File: src/sig_gen_pkg.sv
package sig_gen_pkg;

   localparam int PHASE_W  = 32;  // phase accumulator
   localparam int SAMPLE_W = 12;  // signed output samples

   typedef logic [PHASE_W-1:0]         phase_t;
   typedef logic signed [SAMPLE_W-1:0] sample_t;

   // raw channel shapes
   typedef enum logic [1:0] {
      WAVE_SAW,
      WAVE_SQUARE,
      WAVE_TRIANGLE,
      WAVE_RAMP_DOWN
   } wave_kind_e;

   // modulated channel schemes, all on a triangle carrier
   typedef enum logic [1:0] {
      MOD_ASK,
      MOD_FSK,
      MOD_BPSK,
      MOD_CARRIER
   } mod_kind_e;

   typedef struct packed {
      logic       modulated;
      wave_kind_e kind;
   } wave_view_s;

   typedef struct packed {
      logic      modulated;
      mod_kind_e kind;
   } mod_view_s;

   // one mode word, kind field read by the flag
   typedef union packed {
      wave_view_s wave;
      mod_view_s  modu;
   } dds_mode_u;

   localparam logic [4:0] LFSR_SEED = 5'b00001;

endpackage

File: src/key_codes_pkg.sv
package key_codes_pkg;

   localparam int HELD_W = 8;  // digit keys 1 to 8

   // ps/2 set 2 make codes
   localparam logic [7:0] SC_MAKE_1 = 8'h16;
   localparam logic [7:0] SC_MAKE_2 = 8'h1E;
   localparam logic [7:0] SC_MAKE_3 = 8'h26;
   localparam logic [7:0] SC_MAKE_4 = 8'h25;
   localparam logic [7:0] SC_MAKE_5 = 8'h2E;
   localparam logic [7:0] SC_MAKE_6 = 8'h36;
   localparam logic [7:0] SC_MAKE_7 = 8'h3D;
   localparam logic [7:0] SC_MAKE_8 = 8'h3E;

   // decoder reports a release as make + 80h
   localparam logic [7:0] SC_BREAK_1 = SC_MAKE_1 + 8'h80;
   localparam logic [7:0] SC_BREAK_2 = SC_MAKE_2 + 8'h80;
   localparam logic [7:0] SC_BREAK_3 = SC_MAKE_3 + 8'h80;
   localparam logic [7:0] SC_BREAK_4 = SC_MAKE_4 + 8'h80;
   localparam logic [7:0] SC_BREAK_5 = SC_MAKE_5 + 8'h80;
   localparam logic [7:0] SC_BREAK_6 = SC_MAKE_6 + 8'h80;
   localparam logic [7:0] SC_BREAK_7 = SC_MAKE_7 + 8'h80;
   localparam logic [7:0] SC_BREAK_8 = SC_MAKE_8 + 8'h80;

   // position of each key in held_keys
   localparam int KEY_1_BIT = 0;
   localparam int KEY_2_BIT = 1;
   localparam int KEY_3_BIT = 2;
   localparam int KEY_4_BIT = 3;
   localparam int KEY_5_BIT = 4;
   localparam int KEY_6_BIT = 5;
   localparam int KEY_7_BIT = 6;
   localparam int KEY_8_BIT = 7;

endpackage

File: src/key_state_if.sv
`timescale 1ns/1ps

interface key_state_if
   import sig_gen_pkg::*;
   import key_codes_pkg::*;
();

   logic [HELD_W-1:0] held_keys;    // one bit per digit key
   dds_mode_u         mod_mode;
   dds_mode_u         raw_mode;
   logic              sel_changed;  // one cycle after a digit make

   modport writer (output held_keys, output mod_mode, output raw_mode, output sel_changed);

   modport ctrl (input sel_changed);

   modport reader (input held_keys, input mod_mode, input raw_mode);

endinterface

File: src/keyboard_state.sv
`timescale 1ns/1ps

module keyboard_state
   import sig_gen_pkg::*;
   import key_codes_pkg::*;
(
   input  logic        CLK_25MHZ,
   input  logic        reset_from_key,
   input  logic        key_valid,
   input  logic [7:0]  key_code,
   key_state_if.writer ks
);

   logic [HELD_W-1:0] make_hot;   // one-hot, this cycle only
   logic [HELD_W-1:0] break_hot;

   always_comb
   begin
      make_hot  = '0;
      break_hot = '0;
      if (key_valid)
      begin
         case (key_code)
            SC_MAKE_1:  make_hot[KEY_1_BIT]  = 1'b1;
            SC_MAKE_2:  make_hot[KEY_2_BIT]  = 1'b1;
            SC_MAKE_3:  make_hot[KEY_3_BIT]  = 1'b1;
            SC_MAKE_4:  make_hot[KEY_4_BIT]  = 1'b1;
            SC_MAKE_5:  make_hot[KEY_5_BIT]  = 1'b1;
            SC_MAKE_6:  make_hot[KEY_6_BIT]  = 1'b1;
            SC_MAKE_7:  make_hot[KEY_7_BIT]  = 1'b1;
            SC_MAKE_8:  make_hot[KEY_8_BIT]  = 1'b1;
            SC_BREAK_1: break_hot[KEY_1_BIT] = 1'b1;
            SC_BREAK_2: break_hot[KEY_2_BIT] = 1'b1;
            SC_BREAK_3: break_hot[KEY_3_BIT] = 1'b1;
            SC_BREAK_4: break_hot[KEY_4_BIT] = 1'b1;
            SC_BREAK_5: break_hot[KEY_5_BIT] = 1'b1;
            SC_BREAK_6: break_hot[KEY_6_BIT] = 1'b1;
            SC_BREAK_7: break_hot[KEY_7_BIT] = 1'b1;
            SC_BREAK_8: break_hot[KEY_8_BIT] = 1'b1;
            default:    ;  // other keys ignored
         endcase
      end
   end

   always_ff @(posedge CLK_25MHZ)
   begin
      if (reset_from_key)
      begin
         ks.held_keys     <= '0;
         ks.raw_mode.wave <= '{modulated: 1'b0, kind: WAVE_SAW};
         ks.mod_mode.modu <= '{modulated: 1'b1, kind: MOD_ASK};
         ks.sel_changed   <= 1'b0;
      end
      else
      begin
         ks.held_keys   <= (ks.held_keys | make_hot) & ~break_hot;
         ks.sel_changed <= |make_hot;   // repeat makes restart too

         // keys 1..4 pick the raw shape
         if (make_hot[KEY_1_BIT])
            ks.raw_mode.wave.kind <= WAVE_SAW;
         if (make_hot[KEY_2_BIT])
            ks.raw_mode.wave.kind <= WAVE_SQUARE;
         if (make_hot[KEY_3_BIT])
            ks.raw_mode.wave.kind <= WAVE_TRIANGLE;
         if (make_hot[KEY_4_BIT])
            ks.raw_mode.wave.kind <= WAVE_RAMP_DOWN;

         // keys 5..8 pick the modulation
         if (make_hot[KEY_5_BIT])
            ks.mod_mode.modu.kind <= MOD_ASK;
         if (make_hot[KEY_6_BIT])
            ks.mod_mode.modu.kind <= MOD_FSK;
         if (make_hot[KEY_7_BIT])
            ks.mod_mode.modu.kind <= MOD_BPSK;
         if (make_hot[KEY_8_BIT])
            ks.mod_mode.modu.kind <= MOD_CARRIER;
      end
   end

endmodule

File: src/lfsr5.sv
`timescale 1ns/1ps

module lfsr5
   import sig_gen_pkg::*;
(
   input  logic       CLK_25MHZ,
   input  logic       reset_from_key,
   input  logic       step,
   output logic [4:0] value
);

   logic feedback;

   // x^5 + x^3 + 1, 31 states, never all zero
   assign feedback = value[4] ^ value[2];

   always_ff @(posedge CLK_25MHZ)
   begin
      if (reset_from_key)
         value <= LFSR_SEED;
      else if (step)
         value <= {value[3:0], feedback};
   end

endmodule

File: src/dds_channel.sv
`timescale 1ns/1ps

module dds_channel
   import sig_gen_pkg::*;
(
   input  logic      CLK_25MHZ,
   input  logic      reset_from_key,
   input  logic      restart,
   input  dds_mode_u mode,
   input  logic      data_bit,
   input  phase_t    base_inc,
   input  phase_t    fsk_inc,
   output sample_t   sample
);

   localparam sample_t FULL_POS = sample_t'({1'b0, {(SAMPLE_W-1){1'b1}}});
   localparam sample_t FULL_NEG = -FULL_POS;

   phase_t              acc;
   phase_t              inc;
   logic [SAMPLE_W-1:0] top_bits;
   logic [SAMPLE_W-2:0] fold;
   sample_t             saw;
   sample_t             square;
   sample_t             tri_wave;
   sample_t             shaped;

   ////////////////////////////////////////////////////////////
   // phase accumulator

   // fsk switches the step on the data bit
   assign inc = (mode.modu.modulated && mode.modu.kind == MOD_FSK && data_bit)
                ? fsk_inc : base_inc;

   always_ff @(posedge CLK_25MHZ)
   begin
      if (reset_from_key || restart)
         acc <= '0;
      else
         acc <= acc + inc;
   end

   ////////////////////////////////////////////////////////////
   // waveform shaping from the top phase bits

   assign top_bits = acc[PHASE_W-1 -: SAMPLE_W];
   assign saw      = sample_t'({~top_bits[SAMPLE_W-1], top_bits[SAMPLE_W-2:0]});
   assign square   = top_bits[SAMPLE_W-1] ? FULL_NEG : FULL_POS;

   // fold the second half back down, then x2 and recenter
   assign fold     = top_bits[SAMPLE_W-1] ? ~top_bits[SAMPLE_W-2:0] : top_bits[SAMPLE_W-2:0];
   assign tri_wave = sample_t'({~fold[SAMPLE_W-2], fold[SAMPLE_W-3:0], 1'b0});

   always_comb
   begin
      shaped = tri_wave;
      if (!mode.wave.modulated)
      begin
         case (mode.wave.kind)
            WAVE_SAW:       shaped = saw;
            WAVE_SQUARE:    shaped = square;
            WAVE_TRIANGLE:  shaped = tri_wave;
            WAVE_RAMP_DOWN: shaped = -saw;
            default:        shaped = saw;
         endcase
      end
      else
      begin
         case (mode.modu.kind)
            MOD_ASK:  shaped = data_bit ? tri_wave : '0;         // on/off keying
            MOD_BPSK: shaped = data_bit ? tri_wave : -tri_wave;  // 180 deg flip
            default:  shaped = tri_wave;   // fsk and bare carrier
         endcase
      end
   end

   // one cycle behind the phase
   always_ff @(posedge CLK_25MHZ)
   begin
      sample <= shaped;
   end

endmodule

File: src/sig_gen_ctrl.sv
`timescale 1ns/1ps

module sig_gen_ctrl
   import sig_gen_pkg::*;
#(
   parameter int LFSR_DIV   = 25_000_000,
   parameter int SAMPLE_DIV = 70_000
)
(
   input  logic       CLK_25MHZ,
   input  logic       reset_from_key,
   key_state_if.ctrl  ks,
   output logic       lfsr_step,
   output logic       restart,
   input  logic [4:0] lfsr_in,
   input  sample_t    mod_in,
   input  sample_t    raw_in,
   output logic       out_req,
   input  logic       out_ack,
   output sample_t    mod_sample,
   output sample_t    raw_sample,
   output logic [4:0] lfsr_value
);

   localparam int LFSR_CW   = $clog2(LFSR_DIV);
   localparam int SAMPLE_CW = $clog2(SAMPLE_DIV);

   typedef enum logic [1:0] {
      HS_IDLE,
      HS_WAIT_ACK_HI,
      HS_WAIT_ACK_LO
   } hs_state_e;

   logic [LFSR_CW-1:0]   lfsr_cnt;
   logic [SAMPLE_CW-1:0] sample_cnt;
   logic                 strobe;
   logic                 capture;
   hs_state_e            state;

   ////////////////////////////////////////////////////////////
   // tick dividers

   assign lfsr_step = (lfsr_cnt == LFSR_CW'(LFSR_DIV - 1));
   assign strobe    = (sample_cnt == SAMPLE_CW'(SAMPLE_DIV - 1));

   always_ff @(posedge CLK_25MHZ)
   begin
      if (reset_from_key)
      begin
         lfsr_cnt   <= '0;
         sample_cnt <= '0;
      end
      else
      begin
         lfsr_cnt   <= lfsr_step ? '0 : lfsr_cnt + 1'b1;
         sample_cnt <= strobe ? '0 : sample_cnt + 1'b1;
      end
   end

   // both channels realign on a new mode
   assign restart = ks.sel_changed;

   ////////////////////////////////////////////////////////////
   // four-phase output handshake

   assign out_req = (state == HS_WAIT_ACK_HI);
   assign capture = strobe && !out_req && !out_ack;   // busy strobes are dropped

   always_ff @(posedge CLK_25MHZ)
   begin
      if (reset_from_key)
         state <= HS_IDLE;
      else
      begin
         case (state)
            HS_IDLE:
               if (capture)
                  state <= HS_WAIT_ACK_HI;
            HS_WAIT_ACK_HI:
               if (out_ack)
                  state <= HS_WAIT_ACK_LO;
            HS_WAIT_ACK_LO:
               if (capture)
                  state <= HS_WAIT_ACK_HI;   // ack just fell on a strobe
               else if (!out_ack)
                  state <= HS_IDLE;
            default:
               state <= HS_IDLE;
         endcase
      end
   end

   // held from req rise until ack falls
   always_ff @(posedge CLK_25MHZ)
   begin
      if (capture)
      begin
         mod_sample <= mod_in;
         raw_sample <= raw_in;
         lfsr_value <= lfsr_in;
      end
   end

endmodule

File: src/sig_gen_top.sv
`timescale 1ns/1ps

module sig_gen_top
   import sig_gen_pkg::*;
   import key_codes_pkg::*;
#(
   parameter int LFSR_DIV   = 25_000_000,  // one lfsr step per second
   parameter int SAMPLE_DIV = 70_000
)
(
   input  logic              CLK_25MHZ,
   input  logic              reset_from_key,
   input  logic              key_valid,
   input  logic [7:0]        key_code,
   input  phase_t            base_inc,
   input  phase_t            fsk_inc,
   output logic              out_req,
   input  logic              out_ack,
   output sample_t           mod_sample,
   output sample_t           raw_sample,
   output logic [4:0]        lfsr_value,
   output logic [HELD_W-1:0] held_keys
);

   logic [4:0] lfsr;
   logic       lfsr_step;
   logic       restart;
   sample_t    mod_wave;
   sample_t    raw_wave;

   key_state_if ks ();

   keyboard_state keyboard_state_inst (
      .CLK_25MHZ      (CLK_25MHZ),
      .reset_from_key (reset_from_key),
      .key_valid      (key_valid),
      .key_code       (key_code),
      .ks             (ks)
   );

   lfsr5 lfsr5_inst (
      .CLK_25MHZ      (CLK_25MHZ),
      .reset_from_key (reset_from_key),
      .step           (lfsr_step),
      .value          (lfsr)
   );

   ////////////////////////////////////////////////////////////
   // two channels, same phase restart and data bit

   dds_channel mod_chan (
      .CLK_25MHZ      (CLK_25MHZ),
      .reset_from_key (reset_from_key),
      .restart        (restart),
      .mode           (ks.mod_mode),
      .data_bit       (lfsr[0]),
      .base_inc       (base_inc),
      .fsk_inc        (fsk_inc),
      .sample         (mod_wave)
   );

   dds_channel raw_chan (
      .CLK_25MHZ      (CLK_25MHZ),
      .reset_from_key (reset_from_key),
      .restart        (restart),
      .mode           (ks.raw_mode),
      .data_bit       (lfsr[0]),     // ignored with flag clear
      .base_inc       (base_inc),
      .fsk_inc        (fsk_inc),
      .sample         (raw_wave)
   );

   sig_gen_ctrl #(
      .LFSR_DIV   (LFSR_DIV),
      .SAMPLE_DIV (SAMPLE_DIV)
   ) sig_gen_ctrl_inst (
      .CLK_25MHZ      (CLK_25MHZ),
      .reset_from_key (reset_from_key),
      .ks             (ks),
      .lfsr_step      (lfsr_step),
      .restart        (restart),
      .lfsr_in        (lfsr),
      .mod_in         (mod_wave),
      .raw_in         (raw_wave),
      .out_req        (out_req),
      .out_ack        (out_ack),
      .mod_sample     (mod_sample),
      .raw_sample     (raw_sample),
      .lfsr_value     (lfsr_value)
   );

   assign held_keys = ks.held_keys;

endmodule

File: config.mk
export PLATFORM = sky130hd
export DESIGN_NAME = sig_gen_top
export DESIGN_NICKNAME = d
export VERILOG_FILES = /design/src/sig_gen_pkg.sv /design/src/key_codes_pkg.sv /design/src/key_state_if.sv /design/src/keyboard_state.sv /design/src/lfsr5.sv /design/src/dds_channel.sv /design/src/sig_gen_ctrl.sv /design/src/sig_gen_top.sv
export SDC_FILE = /design/constraint.sdc
export NUM_CORES = 1
export LEC_CHECK = 0
export ABC_CLOCK_PERIOD_IN_PS = 3500
export CORE_MARGIN = 3
export CORE_UTILIZATION = 30
export DETAILED_ROUTE_END_ITERATION = 8
export DONT_BUFFER_PORTS = 1
export HOLD_SLACK_MARGIN = 0.03
export PLACE_DENSITY = 0.46
export SLEW_MARGIN = 20
export SYNTH_ARGS = -nofsm -noshare
export SYNTH_HDL_FRONTEND = slang
export SYNTH_HIERARCHICAL = 1
export SYNTH_SLANG_ARGS = --single-unit
File: constraint.sdc
create_clock -name CLK_25MHZ -period 3.5 [get_ports CLK_25MHZ]
set_input_delay 0.7 -clock CLK_25MHZ [delete_from_list [all_inputs] [get_ports CLK_25MHZ]]
set_output_delay 0.7 -clock CLK_25MHZ [all_outputs]
set_load 0.02 [all_outputs]
Yosys cells after proc, flatten, opt, wreduce, memory -nomap -nowiden
Cells that the tools add are included.
- bits in registers: 179
- word-level logic and storage cells: 112
- input bits: 76
- output and inout bits: 38
- reduce and logical (&&, ||, !) cells: 15
- add/sub/neg operators: 6
- equal/unequal tests: 28
- muxes and demuxes: 39
- bitwise gates (word level): 9
- operators with widths (cell ; number):
    $add A32 B32 Y32 ; 2
    $eq A8 B8 Y1 const B ; 8
    $eq A8 B6 Y1 const B ; 6
    $pmux W12 S4 ; 1
    $mux W12 ; 3
    $mux W32 ; 1
    $add A25 B1 Y25 const B ; 1
    $eq A25 B25 Y1 const B ; 1
    $mux W2 ; 12
    $neg A12 Y12 ; 2
    $pmux W12 S2 ; 1
    $mux W11 ; 2
    $not A11 Y11 ; 2
    $add A17 B1 Y17 const B ; 1
    $eq A17 B17 Y1 const B ; 1
    $eq A8 B5 Y1 const B ; 2
    $mux W1 ; 16
    $mux W8 ; 2
    $and A8 B8 Y8 ; 1
    $eq A2 B2 Y1 const B ; 4
    $not A8 Y8 ; 1
    $or A8 B8 Y8 ; 1
    $reduce_bool A4 Y1 ; 2
    $reduce_or A8 Y1 ; 1
    13 further kinds ; 23

Logic depth before layout (Yosys ltp)
- word-level depth: 7
- depth in mapped cells: 13
- gate-level depth less buffers: 11

Hierarchy
The synthesis kept the hierarchy.
- modules (own cells, without submodules) (module ; sequential area each (sq um) ; cells each ; times used ; area each (sq um)):
    dds_channel ; 880.8 ; 586 ; 2 ; 4468.0
    sig_gen_ctrl ; 1751.7 ; 261 ; 1 ; 2884.0
    keyboard_state ; 260.2 ; 81 ; 1 ; 714.4
    lfsr5 ; 100.1 ; 18 ; 1 ; 186.4

Worst setup path before layout
No wires, ideal clock.
- kind: register -> register
- from: register sig_gen_ctrl_inst.sample_cnt[5]
- to: register sig_gen_ctrl_inst.lfsr_value[0], enable pin
- buffers on the path: 0
- cell stages (with the launch flop): 5
- arrival: 2.998 ns
- required time: 3.048 ns
- library setup time: 0.452 ns
- setup slack: 0.050 ns
- clock period less this slack: 3.450 ns
- cells stage by stage: dfxtp_1 nand2_1 nor4_1 nand2_1 nor3_1
- word-level cells in the longest chain between the ends: 3
- ends and longest elaborated chain (item ; RTL line ; source):
    start: declaration ; sig_gen_ctrl.sv:35 ; logic [SAMPLE_CW-1:0] sample_cnt;
    start signal: assignment ; sig_gen_ctrl.sv:56 ; sample_cnt <= strobe ? '0 : sample_cnt + 1'b1;
    $eq A17 B17 Y1 ; sig_gen_ctrl.sv:44 ; assign strobe = (sample_cnt == SAMPLE_CW'(SAMPLE_DIV - 1));
    $logic_and A1 B1 Y1 (2 in series) ; sig_gen_ctrl.sv:67 ; assign capture = strobe && !out_req && !out_ack;
    net sig_gen_ctrl_inst.capture ; sig_gen_ctrl.sv:37 ; logic capture;
    end signal: assignment ; sig_gen_ctrl.sv:100 ; lfsr_value <= lfsr_in;
    end: declaration ; sig_gen_ctrl.sv:22 ; output logic [4:0] lfsr_value
The timed path passes the listed nets, and every way through them passes these cells.
A chain may end at the register's enable or synchronous reset.

Worst setup path after layout
- from: register keyboard_state_inst.ks.mod_mode[1]
- to: register mod_chan.acc[24]
- word-level cells in the longest chain between the ends: 4
- ends and longest elaborated chain (item ; RTL line ; source):
    start: declaration ; key_state_if.sv:13 ; modport writer (output held_keys, output mod_mode, output raw_mode, output sel_changed);
    $eq A2 B1 Y1 ; n/a ;
    $logic_and A1 B1 Y1 ; dds_channel.sv:32 ; assign inc = (mode.modu.modulated && mode.modu.kind == MOD_FSK && data_bit)
    $mux W32 ; dds_channel.sv:33 ; ? fsk_inc : base_inc;
    $add A32 B32 Y32 ; dds_channel.sv:40 ; acc <= acc + inc;
    end signal: assignment ; dds_channel.sv:40 ;
    end: declaration ; dds_channel.sv:19 ; phase_t acc;
Every way passes these cells.

==> tab_implementation.tex <==
\begin{tabular}{lr}
\hline
Metric & Value \\
\hline
\multicolumn{2}{l}{\textbf{Power and ir drop}} \\
\quad Internal Power & 0.005614 W \\
\quad Worst IR drop on VDD & 0.3599 mV \\
\quad Pwr/cell area & 737.4 nW/um2 \\
\quad Static leakage & 4.995 nW \\
\quad Share of total power in the clock network & 0.190 \\
\quad Portion of total power attributed to combinational logic & 0.504 \\
\quad Sequential cell fraction of total power & 0.307 \\
\quad Switching share of power & 0.4464 \\
\quad Switching pwr & 0.004527 W \\
\multicolumn{2}{l}{\textbf{Critical path}} \\
\quad Critical path peak fanout & 32 \\
\quad Crit path kind & reg -> reg \\
\quad Library cell contributing the largest single delay on the critical path & sky130\_fd\_sc\_hd\_\_a311oi\_1 \\
\quad Flop2flop setup slack & 0.29 ns \\
\quad Type of destination of the critical path & flip-flop \\
\quad Depth of the critical timing path with buffers and inverters included & 12 \\
\quad Critical path launch point type & flip-flop \\
\quad Reg-to-Reg End & mod\_chan/acc[24] \\
\quad Sequence of cells on the critical path & nand4b\_1 -> buf\_12 -> mux2\_2 -> ha\_1 -> inv\_1 -> fa\_1 -> and2b\_1 -> o2111a\_1 -> o2111ai\_1 -> a311oi\_1 -> o21ai\_0 -> nor3b\_1 \\
\quad Critical path required time & 3.84 ns \\
\quad Kind of cell adding the most delay to the critical path & compound AO/OA/AOI/OAI gates \\
\quad Combined buffer and inverter count along the critical path & 2 \\
\quad Launch instance of the worst register-to-register path & keyboard\_state\_inst/ks.mod\_mode[1] \\
\quad Worst EP arrival & 3.54 ns \\
\quad Worst stage delay on the critical path & 0.42 ns \\
\quad Length in cells of the worst reg-to-reg path & 12 \\
\multicolumn{2}{l}{\textbf{Layout}} \\
\quad Post-layout net count & 1641 \\
\quad Area growth, synth to finish & 8.115\% \\
\quad Share of final-layout standard cells stronger than drive strength 1 & 0.1090 \\
\quad Core utilization of the finished layout & 0.3323 \\
\quad Area of all placed cells without fillers & 13750 um2 \\
\multicolumn{2}{l}{\textbf{Global route}} \\
\quad Number of global-route vias before repair & 10697 \\
\quad Global routing usage on met1 & 0.2379 \\
\quad Initial antenna violation count & 13 \\
\quad GRT met3 Usage & 0.05305 \\
\quad Global-route wire length before repair & 60550 um \\
\quad Busiest layer in global routing & met2 \\
\quad Overall track demand over capacity in global routing & 0.1719 \\
\quad Largest net degree at the start of global routing & 34 \\
\quad Global-route congestion overflow total & 0 \\
\quad Met2 routing resource usage after global routing & 0.2571 \\
\multicolumn{2}{l}{\textbf{STA}} \\
\quad Setup repair after global routing missed its margin & no \\
\quad Worst Max-Slew Pin Slew & 1.823 ns \\
\quad Clock period minus worst slack & 3.206 ns \\
\quad Slew headroom & -0.2216 \\
\quad Number of hold-slack violations in the final timing report & 0 \\
\quad Peak clock frequency supported by timing & 0.3119 GHz \\
\quad Number of endpoints failing setup at the final stage & 0 \\
\quad Setup TNS & 0 ns \\
\quad Max Clock Skew & 0.01095 ns \\
\quad Portion of the clock cycle consumed by the worst path in the final layout & 0.9160 \\
\quad Max Transition Viols Final & 33 \\
\multicolumn{2}{l}{\textbf{CTS}} \\
\quad CTS buffer count & 17 \\
\quad Count of cells resized by post-cts repair & 0 \\
\quad Worst-Skew Late Latency & 0.48 ns \\
\quad Count of hold buffers inserted by post-cts repair & 0 \\
\quad Clock edge transition at the registers on the reported setup and hold paths & 0.08 ns \\
\quad Number of sinks driven by the clock tree & 179 \\
\quad Post-CTS repair timing setup buffer count & 0 \\
\quad Total number of H-tree levels & 4 \\
\quad Worst-case clock buffer depth & 2 \\
\quad CTS Root Cell & sky130\_fd\_sc\_hd\_\_clkbuf\_16 \\
\quad TritonCTS clock tree & done \\
\multicolumn{2}{l}{\textbf{Floorplanning}} \\
\quad Vert. Die Dim & 211.9 um \\
\quad Chip Width & 211.9 um \\
\quad Overall die area & 44910 um2 \\
\quad I/O pin cnt & 114 \\
\quad \# rows & 74 \\
\quad Core ar. & 41390 um2 \\
\quad Effective utilization at floorplan & 0.3074 \\
\multicolumn{2}{l}{\textbf{Synthesis}} \\
\quad Warnings, synthesis & 6 \\
\quad Cell area after synthesis & 12720 um2 \\
\quad Largest area contributor in the netlist & sky130\_fd\_sc\_hd\_\_dfxtp\_1 \\
\quad Proportion of synthesized flip-flops having asynchronous set or reset & 0 \\
\quad Main synth FF type & sky130\_fd\_sc\_hd\_\_dfxtp\_1 \\
\quad Post-synthesis cell type count & 91 \\
\quad Share of the yosys chip area belonging to registers & 0.3045 \\
\quad Count of flip-flops with a built-in enable after synthesis & 29 \\
\quad Most common cell in the netlist & sky130\_fd\_sc\_hd\_\_nor2\_1 \\
\quad Avg Synthesized Cell Area & 8.303 um2 \\
\quad Cells taking the most area after synthesis & sky130\_fd\_sc\_hd\_\_dfxtp\_1, sky130\_fd\_sc\_hd\_\_ha\_1, sky130\_fd\_sc\_hd\_\_edfxtp\_1 \\
\quad Number of synthesized register bits & 179 \\
\quad Top cells by count, synth & sky130\_fd\_sc\_hd\_\_nor2\_1, sky130\_fd\_sc\_hd\_\_dfxtp\_1, sky130\_fd\_sc\_hd\_\_nand2\_1 \\
\quad Mapped Cells & 1532 \\
\quad Synth top area share & 0.2361 \\
\quad Synthesized netlist net count & 1682 \\
\multicolumn{2}{l}{\textbf{Placement}} \\
\quad Final RePlAce weighted congestion & 0.8624 \\
\quad Placed standard-cell area & 13160 um2 \\
\quad IO Port Bufs & 0 \\
\quad Detailed placement HPWL & 29460 um \\
\multicolumn{2}{l}{\textbf{Job}} \\
\quad Reported max-cap violation count & 0 \\
\multicolumn{2}{l}{\textbf{Drt}} \\
\quad Vias per std cell & 5.538 \\
\quad Number of DRC markers after the initial detailed-route iteration & 856 \\
\quad Wire length per cell after detailed routing & 18.95 um \\
\quad Post-Route WL & 38680 um \\
\quad Number of detailed-routing iterations run before antenna repair & 5 \\
\quad Number of remaining DRC errors & 0 \\
\quad Post-route ant nets & 0 \\
\quad Routed via count & 11303 \\
\multicolumn{2}{l}{\textbf{Outcome}} \\
\quad Run status & finished, violations left \\
\quad Failing checks & slew limit \\
\multicolumn{2}{l}{\textbf{Hold path}} \\
\quad Hold Crit Class & in -> reg \\
\quad Hold\_sp & reset\_from\_key \\
\quad Number of cells on the worst hold path & 1 \\
\quad Hold Crit Endpoint & keyboard\_state\_inst/ks.raw\_mode[1] \\
\hline
\end{tabular}
-- flip-flops by register name, summed over array words and instances (netlist names), 8 cells and up --
name and cells:
keyboard_state_inst/ks.held_keys 8, raw_chan/acc 32, mod_chan/sample 12, sig_gen_ctrl_inst/lfsr_cnt 25
raw_chan/sample 12, sig_gen_ctrl_inst/sample_cnt 17, sig_gen_ctrl_inst/mod_sample 12, sig_gen_ctrl_inst/raw_sample 12
mod_chan/acc 32
-- power by group through the flow --
stage	combinational [W]	clock, W	sequential (W)
after floorplan	0.00423	0	0.00281
after global placement	0.00502	0	0.00316
after detailed placement	0.00501	0	0.00316
after CTS	0.00505	0.00202	0.00311
after global routing	0.00574	0.00208	0.00317
final	0.00511	0.00192	0.00311
-- metrics by stage --
stage	total power (W)	setup WS, ns	std cells	hold WS, ns
after floorplan	0.007034	0.05037	1532	0.3855
after global placement	0.008176	0.3678	2004	0.3881
after detailed placement	0.008174	0.3697	2004	0.3887
after CTS	0.01018	0.3263	2036	0.2469
after global routing	0.01099	0.09124	2036	0.2607
final	0.01014	0.2938	2041	0.2898
-- routing by layer --
| layer | up-vias | routed length (um) |
|---|---|---|
| met5 | - | 163 |
| met4 | 20 | 565 |
| met3 | 50 | 2860 |
| met2 | 268 | 16250 |
| met1 | 5330 | 18840 |
| li1 | 5635 | - |
-- cell type report --
cell class | count | area [um2]
Fill cell | 4310 | 27630
Multi-Input combinational cell | 1232 | 8327
Sequential cell | 179 | 3874
Tap cell | 532 | 665.6
Clock buffer | 17 | 425.4
Inverter | 46 | 172.7
Clock inverter | 15 | 151.4
Timing Repair Buffer | 15 | 125.1
Antenna cell | 5 | 12.51
-- worst max-delay path by stage --
stage	startpoint	end	slack [ns]
global placement	keyboard_state_inst/ks.mod_mode[1]	mod_chan/acc[26]	0.37
CTS	keyboard_state_inst/ks.mod_mode[1]	mod_chan/acc[26]	0.33
floorplan	sig_gen_ctrl_inst/sample_cnt[5]	sig_gen_ctrl_inst/lfsr_value[0]	0.05
finish	keyboard_state_inst/ks.mod_mode[1]	mod_chan/acc[24]	0.29
global route	keyboard_state_inst/ks.mod_mode[1]	mod_chan/acc[26]	0.09
detailed placement	keyboard_state_inst/ks.mod_mode[1]	mod_chan/acc[26]	0.37
-- cells by family (layout without fill, tap and decap cells) --
family          after synthesis  count (layout)  share of synthesized area
mux                          87              87                    0.07455
fa+ha+maj                    76              76                    0.07554
compound gates              419             419                     0.2187
other cells                   2               7                  0.0005904
xor+xnor                     91              91                    0.06265
simple gates                557             557                     0.2221
buf+inv                     121              93                    0.04131
flops                       179             179                     0.3045
-- layout by cell type, fill, tap and decap left out, types with 7 or more instances in the layout --
cell and instances:
sky130_fd_sc_hd__and3_1 16, sky130_fd_sc_hd__o21a_1 16, sky130_fd_sc_hd__or3_1 26, sky130_fd_sc_hd__a31oi_1 20, sky130_fd_sc_hd__o21ai_0 84, sky130_fd_sc_hd__a21o_1 15
sky130_fd_sc_hd__nor2_1 152, sky130_fd_sc_hd__o21ai_1 8, sky130_fd_sc_hd__o22ai_1 10, sky130_fd_sc_hd__nand3_1 49, sky130_fd_sc_hd__edfxtp_1 29, sky130_fd_sc_hd__o2111ai_1 10
sky130_fd_sc_hd__a21oi_1 121, sky130_fd_sc_hd__buf_4 14, sky130_fd_sc_hd__o31ai_1 9, sky130_fd_sc_hd__nor4_1 15, sky130_fd_sc_hd__nand2b_1 11, sky130_fd_sc_hd__nand4_1 35
sky130_fd_sc_hd__or2_2 10, sky130_fd_sc_hd__a31o_2 10, sky130_fd_sc_hd__clkbuf_16 17, sky130_fd_sc_hd__or4_1 7, sky130_fd_sc_hd__inv_1 42, sky130_fd_sc_hd__dfxtp_1 150
sky130_fd_sc_hd__mux2_2 62, sky130_fd_sc_hd__nand2_1 125, sky130_fd_sc_hd__ha_1 72, sky130_fd_sc_hd__mux2i_1 25, sky130_fd_sc_hd__xnor2_1 68, sky130_fd_sc_hd__nor3_1 49
sky130_fd_sc_hd__xor2_1 23, sky130_fd_sc_hd__a211oi_1 14, sky130_fd_sc_hd__a22oi_1 8, sky130_fd_sc_hd__nand4b_1 10, sky130_fd_sc_hd__and2_1 8, sky130_fd_sc_hd__a311oi_1 12
sky130_fd_sc_hd__nor3b_1 12
Note: power is estimated with default switching activity, not from simulation.
